$ cat src/common/irq_pkg.sv
package irq_pkg;

    // Byte address in program memory.
    typedef logic [31:0] addr_t;

    // One keyboard scancode as delivered by the receiver.
    typedef logic [7:0] scancode_t;

    // Interrupt number, also the index into the vector table.
    typedef logic [2:0] irq_type_t;

    // Number of vector table entries.
    localparam int NUM_INTERRUPTS = 8;

    // Interrupt numbers.
    localparam irq_type_t IRQ_TYPE_KEY = 3'd0;

    // Instruction layout.
    localparam int OPERATION_SIZE_BYTES = 1;
    localparam int OPERAND_SIZE_BYTES = 4;

    // One operation byte plus two operands.
    localparam addr_t INSTR_SIZE_BYTES =
        addr_t'(OPERATION_SIZE_BYTES + 2 * OPERAND_SIZE_BYTES);

    // One queued interrupt, kind and value travel together.
    typedef struct packed {
        irq_type_t kind;
        addr_t     value;
    } irq_rec_t;

endpackage

$ cat src/design/sync_fifo.sv
`timescale 1ns/1ps

module sync_fifo #(
    parameter int DEPTH = 5,
    parameter type item_t = logic [7:0]
) (
    input  logic  CLOCK_50,
    input  logic  rst_i,
    input  logic  wr_i,
    input  item_t wr_data_i,
    input  logic  rd_i,
    output item_t rd_data_o,
    output logic  empty_o,
    output logic  full_o
);

    localparam int PTR_W = (DEPTH > 1) ? $clog2(DEPTH) : 1;
    localparam int CNT_W = $clog2(DEPTH + 1);
    localparam logic [PTR_W-1:0] LAST_PTR = PTR_W'(DEPTH - 1);

    item_t            mem [DEPTH];
    logic [PTR_W-1:0] wr_ptr;
    logic [PTR_W-1:0] rd_ptr;
    logic [CNT_W-1:0] count;
    logic             do_wr;
    logic             do_rd;

    assign empty_o = (count == '0);
    assign full_o  = (count == CNT_W'(DEPTH));

    // Accesses beyond the limits are simply ignored.
    assign do_wr = wr_i && !full_o;
    assign do_rd = rd_i && !empty_o;

    always_ff @(posedge CLOCK_50)
    begin
        if (do_wr)
        begin
            mem[wr_ptr] <= wr_data_i;
        end
        // Read data holds until the next read.
        if (do_rd)
        begin
            rd_data_o <= mem[rd_ptr];
        end
    end

    always_ff @(posedge CLOCK_50)
    begin
        if (rst_i)
        begin
            wr_ptr <= '0;
            rd_ptr <= '0;
            count  <= '0;
        end
        else
        begin
            if (do_wr)
            begin
                wr_ptr <= (wr_ptr == LAST_PTR) ? '0 : wr_ptr + 1'b1;
            end
            if (do_rd)
            begin
                rd_ptr <= (rd_ptr == LAST_PTR) ? '0 : rd_ptr + 1'b1;
            end
            // Simultaneous read and write leaves the count alone.
            if (do_wr && !do_rd)
            begin
                count <= count + 1'b1;
            end
            else if (do_rd && !do_wr)
            begin
                count <= count - 1'b1;
            end
        end
    end

endmodule

$ cat src/irq/irq_poster.sv
`timescale 1ns/1ps

module irq_poster
    import irq_pkg::*;
(
    input  logic      CLOCK_50,
    input  logic      rst_i,
    input  logic      scan_empty_i,
    input  scancode_t scan_data_i,
    input  logic      queue_full_i,
    output logic      scan_rd_o,
    output logic      queue_wr_o,
    output irq_rec_t  queue_data_o
);

    typedef enum logic {
        ST_IDLE,
        ST_WRITE
    } state_t;

    state_t state;

    // Only start a move when the queue can take the record.
    // The poster is the only writer, so room stays there one cycle later.
    assign scan_rd_o = (state == ST_IDLE) && !scan_empty_i && !queue_full_i;

    // The scancode read data is valid in the write state.
    assign queue_wr_o = (state == ST_WRITE);

    always_comb
    begin
        queue_data_o.kind  = IRQ_TYPE_KEY;
        queue_data_o.value = addr_t'(scan_data_i);
    end

    always_ff @(posedge CLOCK_50)
    begin
        if (rst_i)
        begin
            state <= ST_IDLE;
        end
        else
        begin
            case (state)
                ST_IDLE:
                begin
                    if (scan_rd_o)
                    begin
                        state <= ST_WRITE;
                    end
                end
                ST_WRITE:
                begin
                    state <= ST_IDLE;
                end
                default:
                begin
                    state <= ST_IDLE;
                end
            endcase
        end
    end

endmodule

$ cat src/irq/irq_dispatch.sv
`timescale 1ns/1ps

module irq_dispatch
    import irq_pkg::*;
(
    input  logic      CLOCK_50,
    input  logic      rst_i,
    input  logic      step_i,
    input  logic      isr_done_i,
    input  addr_t     ip_i,
    input  addr_t     prog_end_i,
    input  addr_t     code_base_i,
    input  logic      vec_wr_i,
    input  irq_type_t vec_idx_i,
    input  addr_t     vec_addr_i,
    input  logic      queue_empty_i,
    input  irq_rec_t  queue_data_i,
    output logic      queue_rd_o,
    output logic      irq_take_o,
    output logic      in_isr_o,
    output addr_t     irq_target_o,
    output addr_t     irq_value_o,
    output addr_t     irq_return_o
);

    // Vector table, entry n is the ISR offset from the code base.
    addr_t vec_table [NUM_INTERRUPTS];

    // High in the cycle after a pop, while the queue read data arrives.
    logic  pop_q;
    addr_t next_ip;
    addr_t ret_q;

    assign next_ip = ip_i + INSTR_SIZE_BYTES;

    // Steps during a pending take or while in service are ignored.
    assign queue_rd_o = step_i && !in_isr_o && !pop_q && !queue_empty_i;

    // Return address is captured at the accepted step.
    always_ff @(posedge CLOCK_50)
    begin
        if (queue_rd_o)
        begin
            ret_q <= (next_ip >= prog_end_i) ? ip_i : next_ip;
        end
    end

    always_ff @(posedge CLOCK_50)
    begin
        if (rst_i)
        begin
            for (int i = 0; i < NUM_INTERRUPTS; i++)
            begin
                vec_table[i] <= '0;
            end
        end
        else if (vec_wr_i)
        begin
            vec_table[vec_idx_i] <= vec_addr_i;
        end
    end

    always_ff @(posedge CLOCK_50)
    begin
        if (rst_i)
        begin
            pop_q        <= 1'b0;
            irq_take_o   <= 1'b0;
            in_isr_o     <= 1'b0;
            irq_target_o <= '0;
            irq_value_o  <= '0;
            irq_return_o <= '0;
        end
        else
        begin
            pop_q      <= queue_rd_o;
            irq_take_o <= pop_q;
            if (pop_q)
            begin
                // Record is on the queue output now, jump into its ISR.
                in_isr_o     <= 1'b1;
                irq_target_o <= code_base_i + vec_table[queue_data_i.kind];
                irq_value_o  <= queue_data_i.value;
                irq_return_o <= ret_q;
            end
            else if (isr_done_i)
            begin
                in_isr_o <= 1'b0;
            end
        end
    end

endmodule

$ cat src/design/irq_top.sv
`timescale 1ns/1ps

module irq_top
    import irq_pkg::*;
#(
    parameter int SCAN_DEPTH = 5,
    parameter int QUEUE_DEPTH = 10
) (
    input  logic      CLOCK_50,
    input  logic      rst_i,
    input  logic      scan_valid_i,
    input  scancode_t scan_code_i,
    input  logic      step_i,
    input  logic      isr_done_i,
    input  addr_t     ip_i,
    input  addr_t     prog_end_i,
    input  addr_t     code_base_i,
    input  logic      vec_wr_i,
    input  irq_type_t vec_idx_i,
    input  addr_t     vec_addr_i,
    output logic      scan_drop_o,
    output logic      irq_take_o,
    output logic      in_isr_o,
    output addr_t     irq_target_o,
    output addr_t     irq_value_o,
    output addr_t     irq_return_o
);

    logic      scan_rd;
    logic      scan_empty;
    logic      scan_full;
    scancode_t scan_data;
    logic      queue_wr;
    logic      queue_rd;
    logic      queue_empty;
    logic      queue_full;
    irq_rec_t  queue_wr_data;
    irq_rec_t  queue_rd_data;

    // A strobe into a full scancode FIFO loses the code.
    always_ff @(posedge CLOCK_50)
    begin
        if (rst_i)
        begin
            scan_drop_o <= 1'b0;
        end
        else
        begin
            scan_drop_o <= scan_valid_i && scan_full;
        end
    end

    sync_fifo #(
        .DEPTH  (SCAN_DEPTH),
        .item_t (scancode_t)
    ) i_scan_fifo (
        .CLOCK_50  (CLOCK_50),
        .rst_i     (rst_i),
        .wr_i      (scan_valid_i),
        .wr_data_i (scan_code_i),
        .rd_i      (scan_rd),
        .rd_data_o (scan_data),
        .empty_o   (scan_empty),
        .full_o    (scan_full)
    );

    irq_poster i_irq_poster (
        .CLOCK_50     (CLOCK_50),
        .rst_i        (rst_i),
        .scan_empty_i (scan_empty),
        .scan_data_i  (scan_data),
        .queue_full_i (queue_full),
        .scan_rd_o    (scan_rd),
        .queue_wr_o   (queue_wr),
        .queue_data_o (queue_wr_data)
    );

    // Interrupt queue, one record per pending interrupt.
    sync_fifo #(
        .DEPTH  (QUEUE_DEPTH),
        .item_t (irq_rec_t)
    ) i_irq_queue (
        .CLOCK_50  (CLOCK_50),
        .rst_i     (rst_i),
        .wr_i      (queue_wr),
        .wr_data_i (queue_wr_data),
        .rd_i      (queue_rd),
        .rd_data_o (queue_rd_data),
        .empty_o   (queue_empty),
        .full_o    (queue_full)
    );

    irq_dispatch i_irq_dispatch (
        .CLOCK_50      (CLOCK_50),
        .rst_i         (rst_i),
        .step_i        (step_i),
        .isr_done_i    (isr_done_i),
        .ip_i          (ip_i),
        .prog_end_i    (prog_end_i),
        .code_base_i   (code_base_i),
        .vec_wr_i      (vec_wr_i),
        .vec_idx_i     (vec_idx_i),
        .vec_addr_i    (vec_addr_i),
        .queue_empty_i (queue_empty),
        .queue_data_i  (queue_rd_data),
        .queue_rd_o    (queue_rd),
        .irq_take_o    (irq_take_o),
        .in_isr_o      (in_isr_o),
        .irq_target_o  (irq_target_o),
        .irq_value_o   (irq_value_o),
        .irq_return_o  (irq_return_o)
    );

endmodule

$ cat config.mk
export PLATFORM = sky130hd
export DESIGN_NAME = irq_top
export DESIGN_NICKNAME = d
export VERILOG_FILES = /design/src/common/irq_pkg.sv /design/src/design/sync_fifo.sv /design/src/irq/irq_poster.sv /design/src/irq/irq_dispatch.sv /design/src/design/irq_top.sv
export SDC_FILE = /design/constraint.sdc
export NUM_CORES = 1
export LEC_CHECK = 0
export BUFFER_PORTS_ARGS = -buffer_cell sky130_fd_sc_hd__buf_2
export CORE_MARGIN = 2
export CORE_UTILIZATION = 30
export CTS_CLUSTER_DIAMETER = 150
export CTS_CLUSTER_SIZE = 28
export DETAILED_ROUTE_END_ITERATION = 6
export PLACE_DENSITY = 0.5
export SLEW_MARGIN = 25
export SYNTH_ARGS = -nofsm -noshare
export SYNTH_HDL_FRONTEND = slang
export SYNTH_SLANG_ARGS = --single-unit
$ cat constraint.sdc
create_clock -name CLOCK_50 -period 12.05 [get_ports CLOCK_50]
set_input_delay 3.0125 -clock CLOCK_50 [delete_from_list [all_inputs] [get_ports CLOCK_50]]
set_output_delay 3.0125 -clock CLOCK_50 [all_outputs]
set_load 0.02 [all_outputs]
=== Yosys cells after proc, flatten, opt, wreduce, memory -nomap -nowiden ===
Memories as Yosys holds them, arrays and structs flattened. A register that Yosys moved wholly into a read port is not among the register bits.
Cells that the tools add are included.

* Bits of input ports: 145
* Flip-flop bits (word level): 189
* Memory bits (writable): 376
* Memories: 3
* Logic and storage cells: 94

{| class="wikitable"
|+ Memories
! name !! words !! bits a word !! read ports !! clocked after Yosys merged registers in !! write ports !! RTL line !! RTL
|-
| i_irq_dispatch.vec_table || 8 || 32 || 1 || 1 || 8 || irq_dispatch.sv:27 || <nowiki>addr_t vec_table [NUM_INTERRUPTS];</nowiki>
|-
| i_irq_queue.mem || 10 || 8 || 1 || 1 || 1 || sync_fifo.sv:21 || <nowiki>item_t mem [DEPTH];</nowiki>
|-
| i_scan_fifo.mem || 5 || 8 || 1 || 1 || 1 || sync_fifo.sv:21 ||
|}

* Add/sub/neg operators: 10
* Muxes and demuxes: 26
* Bitwise operators: 1
* Equality and inequality tests: 6
* Order comparisons: 1
* Reductions and logical operators: 30

{| class="wikitable"
|+ Operator list
! cell !! number
|-
| 32-bit 2-to-1 mux || 2
|-
| 32-bit adder || 1
|-
| 32-bit by 4-bit adder with 32-bit output (second input constant) || 1
|-
| 32-bit greater-or-equal comparator || 1
|-
| 32-bit OR reduction || 1
|-
| 3-bit 2-to-1 mux || 6
|-
| 4-bit 2-to-1 mux || 4
|-
| 1-bit logical AND || 14
|-
| 1-bit 2-to-1 mux || 13
|-
| 4-bit by 1-bit adder with 4-bit output (second input constant) || 3
|-
| 4-bit equality test (second input constant) || 3
|-
| 1-bit logical NOT || 10
|-
| 3-bit by 1-bit adder with 3-bit output (second input constant) || 3
|-
| 3-bit equality test (second input constant) || 3
|-
| 2-bit nonzero test || 3
|-
| 4-bit logical NOT || 1
|-
| 4-bit by 1-bit subtractor with 4-bit output (second input constant) || 1
|-
| 3-bit logical NOT || 1
|-
| 3-bit by 1-bit subtractor with 3-bit output (second input constant) || 1
|-
| 1-bit case mux with 2 select lines || 1
|-
| 1-bit inverter || 1
|}

=== Longest topological paths before layout ===
Gate-level depths: netlist (run 1).

* Depth in word-level cells: 8
* Depth in mapped cells: 19
* Depth with buffers taken out: 17

=== Modules after synthesis ===
Synthesis (run 1) repeated with hierarchy kept, for this count alone.

* Cells, all modules: 2518
* Area total of the unflattened synthesis: 37091.8 sq um

{| class="wikitable"
|+ By module, submodules not included
! module !! times used !! cells each !! seq. area each (sq um) !! area each (sq um)
|-
| irq_dispatch || 1 || 1553 || 10630.2 || 19283.5
|-
| sync_fifo at i_irq_queue || 1 || 795 || 11801.3 || 15219.6
|-
| sync_fifo at i_scan_fifo || 1 || 129 || 1621.6 || 2255.9
|-
| irq_poster || 1 || 39 || 20.0 || 304.0
|-
| irq_top || 1 || 2 || 20.0 || 28.8
|}

=== Least setup slack after synthesis (run 1) ===
Ideal clock, no wire load.

* Kind: input port to flip-flop
* Start: input port step_i
* End: register i_irq_queue.count[3]
* Arrival time: 7.147 ns
* Cell stages on the path: 10
* Required time: 11.980 ns
* Path slack: 4.832 ns
* Cell sequence: nor4b_2 inv_1 ha_1 inv_1 ha_1 a21o_1 a21oi_1 xnor2_1 or3_1 a21oi_1

* Longest elaborated chain between the ends: 7
* Elaborated cells on any way between the ends: 9
* Classes of those cells: mux: 1; reduce/logical: 8

{| class="wikitable"
|+ RTL lines
! what !! RTL line !! RTL
|-
| from (decl) || irq_top.sv:13 || <nowiki>input logic step_i,</nowiki>
|-
| 1-bit logical AND (*) (3 in a row) || irq_dispatch.sv:37 || <nowiki>assign queue_rd_o = step_i && !in_isr_o && !pop_q && !queue_empty_i;</nowiki>
|-
| 1-bit logical AND (*) || sync_fifo.sv:33 || <nowiki>assign do_rd = rd_i && !empty_o;</nowiki>
|-
| 1-bit logical NOT || sync_fifo.sv:67 || <nowiki>if (do_wr && !do_rd)</nowiki>
|-
| 1-bit logical AND || sync_fifo.sv:67 ||
|-
| 4-bit 2-to-1 mux or 2-bit nonzero test (tied branches) || -- ||
|-
| to (signal assigned) || sync_fifo.sv:69 || <nowiki>count <= count + 1'b1;</nowiki>
|-
| to (signal assigned) || sync_fifo.sv:73 || <nowiki>count <= count - 1'b1;</nowiki>
|-
| to (decl) || sync_fifo.sv:24 || <nowiki>logic [CNT_W-1:0] count;</nowiki>
|}

Every way passes the cells marked *; elsewhere a longest branch is shown, timed or not.
A chain may end at the register's enable or synchronous reset.

=== Worst setup path after layout (run 1) ===
* Start: input port ip_i[0]
* End: register i_irq_dispatch.ret_q[1] (data pin)

* Longest elaborated chain between the ends: 3

{| class="wikitable"
|+ RTL lines
! what !! RTL line !! RTL
|-
| from (decl) || irq_top.sv:15 || <nowiki>input addr_t ip_i,</nowiki>
|-
| 32-bit by 4-bit adder with 32-bit output (*) || irq_dispatch.sv:34 || <nowiki>assign next_ip = ip_i + INSTR_SIZE_BYTES;</nowiki>
|-
| 32-bit greater-or-equal comparator || irq_dispatch.sv:44 || <nowiki>ret_q <= (next_ip >= prog_end_i) ? ip_i : next_ip;</nowiki>
|-
| 32-bit 2-to-1 mux (*) || irq_dispatch.sv:44 ||
|-
| to (signal assigned) || irq_dispatch.sv:44 ||
|-
| to (decl) || irq_dispatch.sv:32 || <nowiki>addr_t ret_q;</nowiki>
|}

Marked as above.

==> results of run 1 <==
[power by group]
| group | leakage, nW | total (mW) | internal, mW | switching (mW) |
|---|---|---|---|---|
| logic | 3.81 | 0.699 | 0.306 | 0.393 |
| registers | 2.64 | 1.43 | 1.30 | 0.130 |
| clock network | 0.195 | 0.559 | 0.227 | 0.332 |
[cell usage in the layout (no fill, tap or decap), drive strengths merged, types with 10 or more instances in the layout]
cell type    n
a211oi      17
a21o        27
a21oi       60
and3        45
buf        235
clkbuf      22
conb        24
dfxtp       98
edfxtp     200
ha          72
inv         59
mux2        10
mux2i       69
mux4        24
nand2       57
nand2b      19
nand3       30
nand4       14
nor2       118
nor2b       16
nor3        16
o21ai       31
or3         10
xnor2       61
xor2        33
[worst register-to-register path, stage by stage, from the launching register on]
cell     delay (ns)
dfxtp_4        0.52
nor4b_4        0.33
buf_4          0.55
inv_1          0.17
ha_1           0.24
inv_1          0.12
ha_1           0.24
a21o_1         0.17
a21oi_1        0.16
xnor2_1        0.09
or3_1          0.30
a21oi_1        0.13
[layout make-up]
class                           instances  area (sq um)  share of cell area (%)
Sequential cell                       298          7970                    47.5
Multi-Input combinational cell        829          6200                    36.9
Timing Repair Buffer                  235          1220                    7.26
Tap cell                              622           778                    4.63
Clock buffer                           22           380                    2.26
Inverter                               58           218                    1.30
Clock inverter                          2          27.5                   0.164
[worst min-delay path by stage]
stage,from,end,slack (ns)
5_1_grt,i_irq_dispatch.irq_target_o[10]$_SDFFE_PP0P_,i_irq_dispatch.irq_target_o[10]$_SDFFE_PP0P_,0.52
3_3_place_gp,i_irq_dispatch.irq_target_o[17]$_SDFFE_PP0P_,i_irq_dispatch.irq_target_o[17]$_SDFFE_PP0P_,0.46
2_1_floorplan,i_irq_queue.rd_data_o[2]$_DFFE_PP_,i_irq_dispatch.irq_value_o[2]$_SDFFE_PP0P_,0.46
4_1_cts,i_irq_dispatch.irq_target_o[17]$_SDFFE_PP0P_,i_irq_dispatch.irq_target_o[17]$_SDFFE_PP0P_,0.49
3_5_place_dp,i_irq_dispatch.irq_target_o[17]$_SDFFE_PP0P_,i_irq_dispatch.irq_target_o[17]$_SDFFE_PP0P_,0.47
6_report,i_irq_dispatch.irq_target_o[28]$_SDFFE_PP0P_,i_irq_dispatch.irq_target_o[28]$_SDFFE_PP0P_,0.49
[cells by family after synthesis]
group,Yosys count,share of synthesized area [%]
and+or+nand+nor,350,12.0
other,1,0.0255
xor gates and xnor gates,94,5.65
AOI/OAI and AO/OA,183,8.08
muxes,103,9.15
buffers and inverters,138,4.30
DFF,298,54.2
adders and majority gates,75,6.54
[synthesized netlist by cell type, types with 3 or more instances]
cell and count:
inv_1 57, nand4_1 13, and3_1 43, xor2_1 33, nand3b_1 3, clkbuf_1 35, o21ai_0 25, nor2b_1 16
nor2_1 117, or3_1 9, fa_1 3, nor3_1 15, nand3_1 30, a221oi_1 3, buf_1 8, mux2i_1 69
nand2b_1 19, o21ai_1 6, buf_4 27, o211ai_1 8, edfxtp_1 200, o22ai_1 4, buf_2 9, nor3b_1 3
o21a_1 4, a21o_1 27, nand2_1 56, dfxtp_1 98, a211oi_1 16, xnor2_1 60, a21oi_1 59, ha_1 72
mux2_2 10, mux4_2 24, a31oi_1 6, nor4_1 8
[per-layer routing]
metal | up-vias | part of all wire [%] | GRT usage [%]
met2 | 202 | 47 | 22.4
met1 | 4655 | 47 | 18.3
met5 | - | 0.037 | 0
met3 | 32 | 4.8 | 2.28
li1 | 4833 | - | -
met4 | 2 | 1.5 | 3.08
[sequential cells by signal (all words and copies together), names as in the netlist, 3 cells and up]
register                     cells
i_irq_dispatch.vec_table        32
i_scan_fifo.mem                 40
i_irq_queue.rd_data_o            8
i_irq_dispatch.irq_return_o     32
i_scan_fifo.count                3
i_irq_dispatch.ret_q            32
i_scan_fifo.wr_ptr               3
i_irq_queue.mem                 80
i_irq_queue.count                4
i_irq_dispatch.irq_target_o     32
i_irq_queue.rd_ptr               4
i_irq_dispatch.irq_value_o       8
i_scan_fifo.rd_data_o            8
i_irq_queue.wr_ptr               4
i_scan_fifo.rd_ptr               3
[metrics by stage]
stage | utilization [%] | power (mW) | hold WS [ns] | worst slack (ns)
after global placement | 33.7 | 2.16 | 0.458 | 5.03
after CTS | 34.5 | 2.74 | 0.486 | 5.53
after detailed placement | 33.7 | 2.17 | 0.465 | 4.98
final | 34.5 | 2.69 | 0.488 | 5.51
after global routing | 34.5 | 2.86 | 0.516 | 5.18
after floorplan | - | 1.93 | 0.456 | 4.83
==> flow_summary_export.csv, run 1 <==
group,metric,value,unit
setup_path,end_kind,"flip-flop",
setup_path,critPathTopFamily,"simple AND/OR/NAND/NOR gates",
clock_network,cts.clk_slew.worst_paths,0.12,ns
logic_synthesis,yosysWarnings,0,
finish,antennaDiodeCount,0,
setup_path,r2r_slack,8.96,ns
min_path,hold_class,"flip-flop to flip-flop",
logic_synthesis,synth_top_area_cell,"edfxtp_1",
job,maxCapViolCount,0,
die,chipHeight,225,um
setup_path,path_buf_inv,2,
logic_synthesis,async_flop_share,0,%
die,ios,244,
global_route,grt_max_degree,60,
sta,hold_violations,0,
routing,drc_errors,0,
sta,finalSetupViolations,0,
finish,stdcell_area,16800,sq um
logic_synthesis,synthCells,1242,
die,coreArea,48600,sq um
sta,rsz0062_at_grt,"false",
clock_network,insertion_delay,0.52,ns
setup_path,max_stage_delay,0.47,ns
sta,post-route-min-period,6.54,ns
min_path,hold_depth,2,
finish,drive_above_1_share,21.1,%
setup_path,crit_path_top_delay_cell,"nor4_1",
setup_path,worstReg2RegStart,"i_irq_dispatch.pop_q$_SDFF_PP0_",
setup_path,critPathMostFrequentCell,"nand3_1",
logic_synthesis,synth_cell_types,74,
status,status,"complete, no violations",
setup_path,startpoint,"ip_i[0]",
routing,first_pass_iters,5,
logic_synthesis,seq_area_frac_synth,54.2,%
sta,finalClockSkew,0.0145,ns
clock_network,cts.sinks,298,
finish,nets,1656,
die,initial_core_util,30.2,%
global_route,grt_first_pass_wirelength,54.2,mm
sta,slew_viol_final,0,
place,placed_cells,2042,
sta,min_period_over_period,54.3,%
logic_synthesis,synth_seq_cells,298,
logic_synthesis,synth_edf_count,200,
place,gp_congestion,0.850,
setup_path,critPathArrivalTime,6.82,ns
routing,viasPerCell,4.71,
clock_network,cts_tree,"yes",
finish,instances_no_fill,2066,
finish,area_growth,14.3,%
die,rows,81,
global_route,grt_overflow,0,
clock_network,cts_hold_buf,0,
routing,final_antenna_net_count,0,
power,p_leak,6.65,nW
logic_synthesis,synth-main-ff-cell,"edfxtp_1",
setup_path,cp_data_required_time,12.33,ns
logic_synthesis,synth.avg_cell_area,11.8,sq um
setup_path,worst_r2r_path_depth,11,
logic_synthesis,synth.area.top_cells,"edfxtp_1 (41%), dfxtp_1 (13%), ha_1 (6.1%)",
setup_path,start_kind,"primary input",
clock_network,htree_levels,1,
sta,clock.fmax,153,MHz
die,dieArea,50800,sq um
global_route,grtUsageTotal,13.5,%
place,dp_hpwl,25.1,mm
logic_synthesis,yosysTopAreaCellShare,40.9,%
clock_network,cts.path.max_buffers,3,
place,placement.io_buffers,219,
sta,tightest_slew,1.00,ns
setup_path,path_depth,18,
routing,drtIter0Drc,486,
routing,vias,9724,
global_route,antenna_found_initial,1,
finish,fillers,4816,
setup_path,crit_fanout,32,
place,place_area,16400,sq um
routing,drt_wl_total,35.1,mm
power,power_density,160,nW/um^2
clock_network,numCtsBuffers,14,
setup_path,crit_end,"i_irq_dispatch.ret_q[1]$_DFFE_PP_",
clock_network,post_cts_buffers,0,
die,die_x,225,um
global_route,grt_pass1_vias,9780,
power,vdd_drop_max,80.2,uV
clock_network,postCtsResizedCells,0,
clock_network,cts_root_buf,"clkbuf_16",
setup_path,crit_type,"primary input to flip-flop",
routing,wl_per_cell,17.0,um
logic_synthesis,syn_area,14700,sq um
sta,tns,0,ns
setup_path,crit_path_cell_trace,"buf_2 -> ha_1 -> a21o_1 -> nand3_1 -> nor3_2 -> nand2_1 -> nor2_1 -> and3_1 -> nand3_1 -> xnor2_1 -> ha_1 -> nand3_1 -> nor2_1 -> nand2_1 -> nor4_1 -> a211oi_4 -> buf_4 -> mux2_2",
sta,timing.slew.headroom,33.0,%
setup_path,rr_endpoint,"i_irq_queue.count[3]$_SDFFE_PP0P_",
No activity file was read; power rests on OpenSTA's default activity.
==> run 2, diff against run 1 <==
Clock period 12.05 ns to 6.8 ns, I/O delays scaled along.
==> flow_summary_export.csv, run 2 (synthesis results as in run 1) <==
group,metric,value,unit
status,status,"complete, no violations",
min_path,hold_class,"flip-flop to flip-flop",
setup_path,cp_data_required_time,7.06,ns
sta,slew_viol_final,0,
setup_path,start_kind,"primary input",
setup_path,critPathMostFrequentCell,"nand3_1",
sta,min_period_over_period,76.3,%
place,pre_cts_slack,1.04,ns
place,placement.io_buffers,219,
routing,vias,9737,
clock_network,cts_root_buf,"clkbuf_16",
clock_network,post_cts_buffers,0,
sta,timing.slew.headroom,39.7,%
sta,tightest_slew,0.905,ns
finish,top_regs,"i_irq_queue.mem (80), i_scan_fifo.mem (40)",
power,p_int,3.25,mW
power,power_switching,1.50,mW
finish,fillers,4774,
place,dp_hpwl,25.1,mm
sta,finalClockSkew,0.0197,ns
clock_network,cts.sinks,298,
sta,hold_violations,0,
routing,drt_wl_total,34.6,mm
routing,first_pass_iters,4,
sta,finalSetupViolations,0,
sta,rsz0062_at_grt,"false",
sta,fin_ws,1.61,ns
sta,tns,0,ns
routing,wl_met1,16.2,mm
finish,largest_register_ffs,80,
global_route,antenna_found_initial,2,
clock_network,cts_hold_buf,0,
die,dieArea,50800,sq um
routing,wl_per_cell,16.7,um
setup_path,path_depth,18,
power,p_seq_share,53.4,%
global_route,grt_max_degree,65,
routing,routed.top_layer,"met5",
global_route,grt_overflow,0,
finish,mostFrequentLayoutCell,"buf_2",
min_path,hold_depth,2,
clock_network,cts.path.max_buffers,3,
setup_path,critPathTopFamily,"simple AND/OR/NAND/NOR gates",
global_route,grt_first_pass_wirelength,54.4,mm
setup_path,end_kind,"flip-flop",
finish,antennaDiodeCount,0,
setup_path,critPathArrivalTime,5.46,ns
routing,viasPerCell,4.71,
finish,nets,1656,
finish,drive_above_1_share,21.2,%
finish,area_growth,14.3,%
finish,final_cell_mix,"buf_2 (218), edfxtp_1 (200), nor2_1 (117), dfxtp_1 (96), ha_1 (72)",
setup_path,crit_path_top_delay_cell,"nor4_1",
clock_network,insertion_delay,0.52,ns
sta,whs,0.480,ns
die,initial_core_util,30.2,%
power,p_comb_share,26.0,%
power,power_density,283,nW/um^2
sta,clock.fmax,193,MHz
sta,post-route-min-period,5.19,ns
die,rows,81,
die,chipHeight,225,um
power,p_sw_share,31.6,%
job,maxCapViolCount,0,
setup_path,worst_r2r_path_depth,11,
routing,drc_errors,0,
routing,final_antenna_net_count,0,
setup_path,crit_path_cell_trace,"buf_2 -> ha_1 -> a21o_1 -> nand3_1 -> nor3_2 -> nand2_1 -> nor2_1 -> and3_1 -> nand3_1 -> xnor2_1 -> ha_1 -> nand3_1 -> nor2_1 -> nand2_1 -> nor4_1 -> a211oi_4 -> buf_4 -> mux2_2",
routing,wl_met2,16.2,mm
power,clockPowerShare,20.6,%
clock_network,htree_levels,1,
setup_path,path_buf_inv,2,
clock_network,postCtsResizedCells,0,
clock_network,numCtsBuffers,14,
finish,top_register,"i_irq_queue.mem",
power,p_leak,6.65,nW
clock_network,cts.clk_slew.worst_paths,0.11,ns
setup_path,crit_type,"primary input to flip-flop",
routing,wl_met3,1.81,mm
place,gp_congestion,0.864,
global_route,grt_pass1_vias,9697,
die,ios,244,
routing,drtIter0Drc,495,
setup_path,crit_fanout,32,
setup_path,max_stage_delay,0.47,ns
clock_network,cts_tree,"yes",
power,vdd_drop_max,131,uV
die,coreArea,48600,sq um
global_route,grtUsageTotal,13.4,%
die,die_x,225,um
## run 2: cell counts in the layout (fill, tap and decap cells not counted)
No cell type changed its count.
## run 2: area by class of cell
class	instances	area, sq um	area share (%)
Clock inverter	2	27.5	0.164
Multi-Input combinational cell	829	6200	36.9
Timing Repair Buffer	235	1220	7.26
Clock buffer	22	380	2.26
Inverter	58	218	1.30
Tap cell	622	778	4.63
Sequential cell	298	7970	47.5
## run 2: worst paths after layout
kind | startpoint | endpoint | slack (ns)
worst max-delay path | ip_i[0] | i_irq_dispatch.ret_q[1]$_DFFE_PP_ | 1.61
worst min-delay path | i_irq_dispatch.ret_q[18]$_DFFE_PP_ | i_irq_dispatch.irq_return_o[18]$_SDFFE_PP0P_ | 0.48
worst max register to register | i_irq_dispatch.pop_q$_SDFF_PP0_ | i_irq_queue.count[3]$_SDFFE_PP0P_ | 3.68
worst min register to register | i_irq_dispatch.ret_q[18]$_DFFE_PP_ | i_irq_dispatch.irq_return_o[18]$_SDFFE_PP0P_ | 0.48
## run 2: routing by layer
layer  vias to the layer above  GRT usage [%]
met5                         -              0
met4                         4           2.26
met3                        23           2.32
met2                       187           22.2
met1                      4683           18.6
li1                       4840              -
## run 2: through the flow
step                      total power, mW  instance area (sq um)  std cells  util [%]
after floorplan                      3.42                  14800       1265         -
after global placement               3.82                  16400       2042      33.7
after detailed placement             3.85                  16400       2042      33.7
after CTS                            4.85                  16800       2066      34.5
after global routing                 5.07                  16800       2066      34.5
final                                4.75                  16800       2066      34.5
## run 2: power by group through the flow
stage               Combinational (mW)  Sequential (mW)  Clock, mW
floorplan                        0.877             2.55          0
global placement                  1.23             2.58          0
detailed placement                1.25             2.59          0
CTS                               1.26             2.55       1.04
global route                      1.39             2.59       1.09
finish                            1.24             2.54      0.979
## run 2: worst min-delay path: stages (launching register included)
cell and delay (ns):
edfxtp_1 0.34, mux2i_1 0.06, nor2_1 0.07
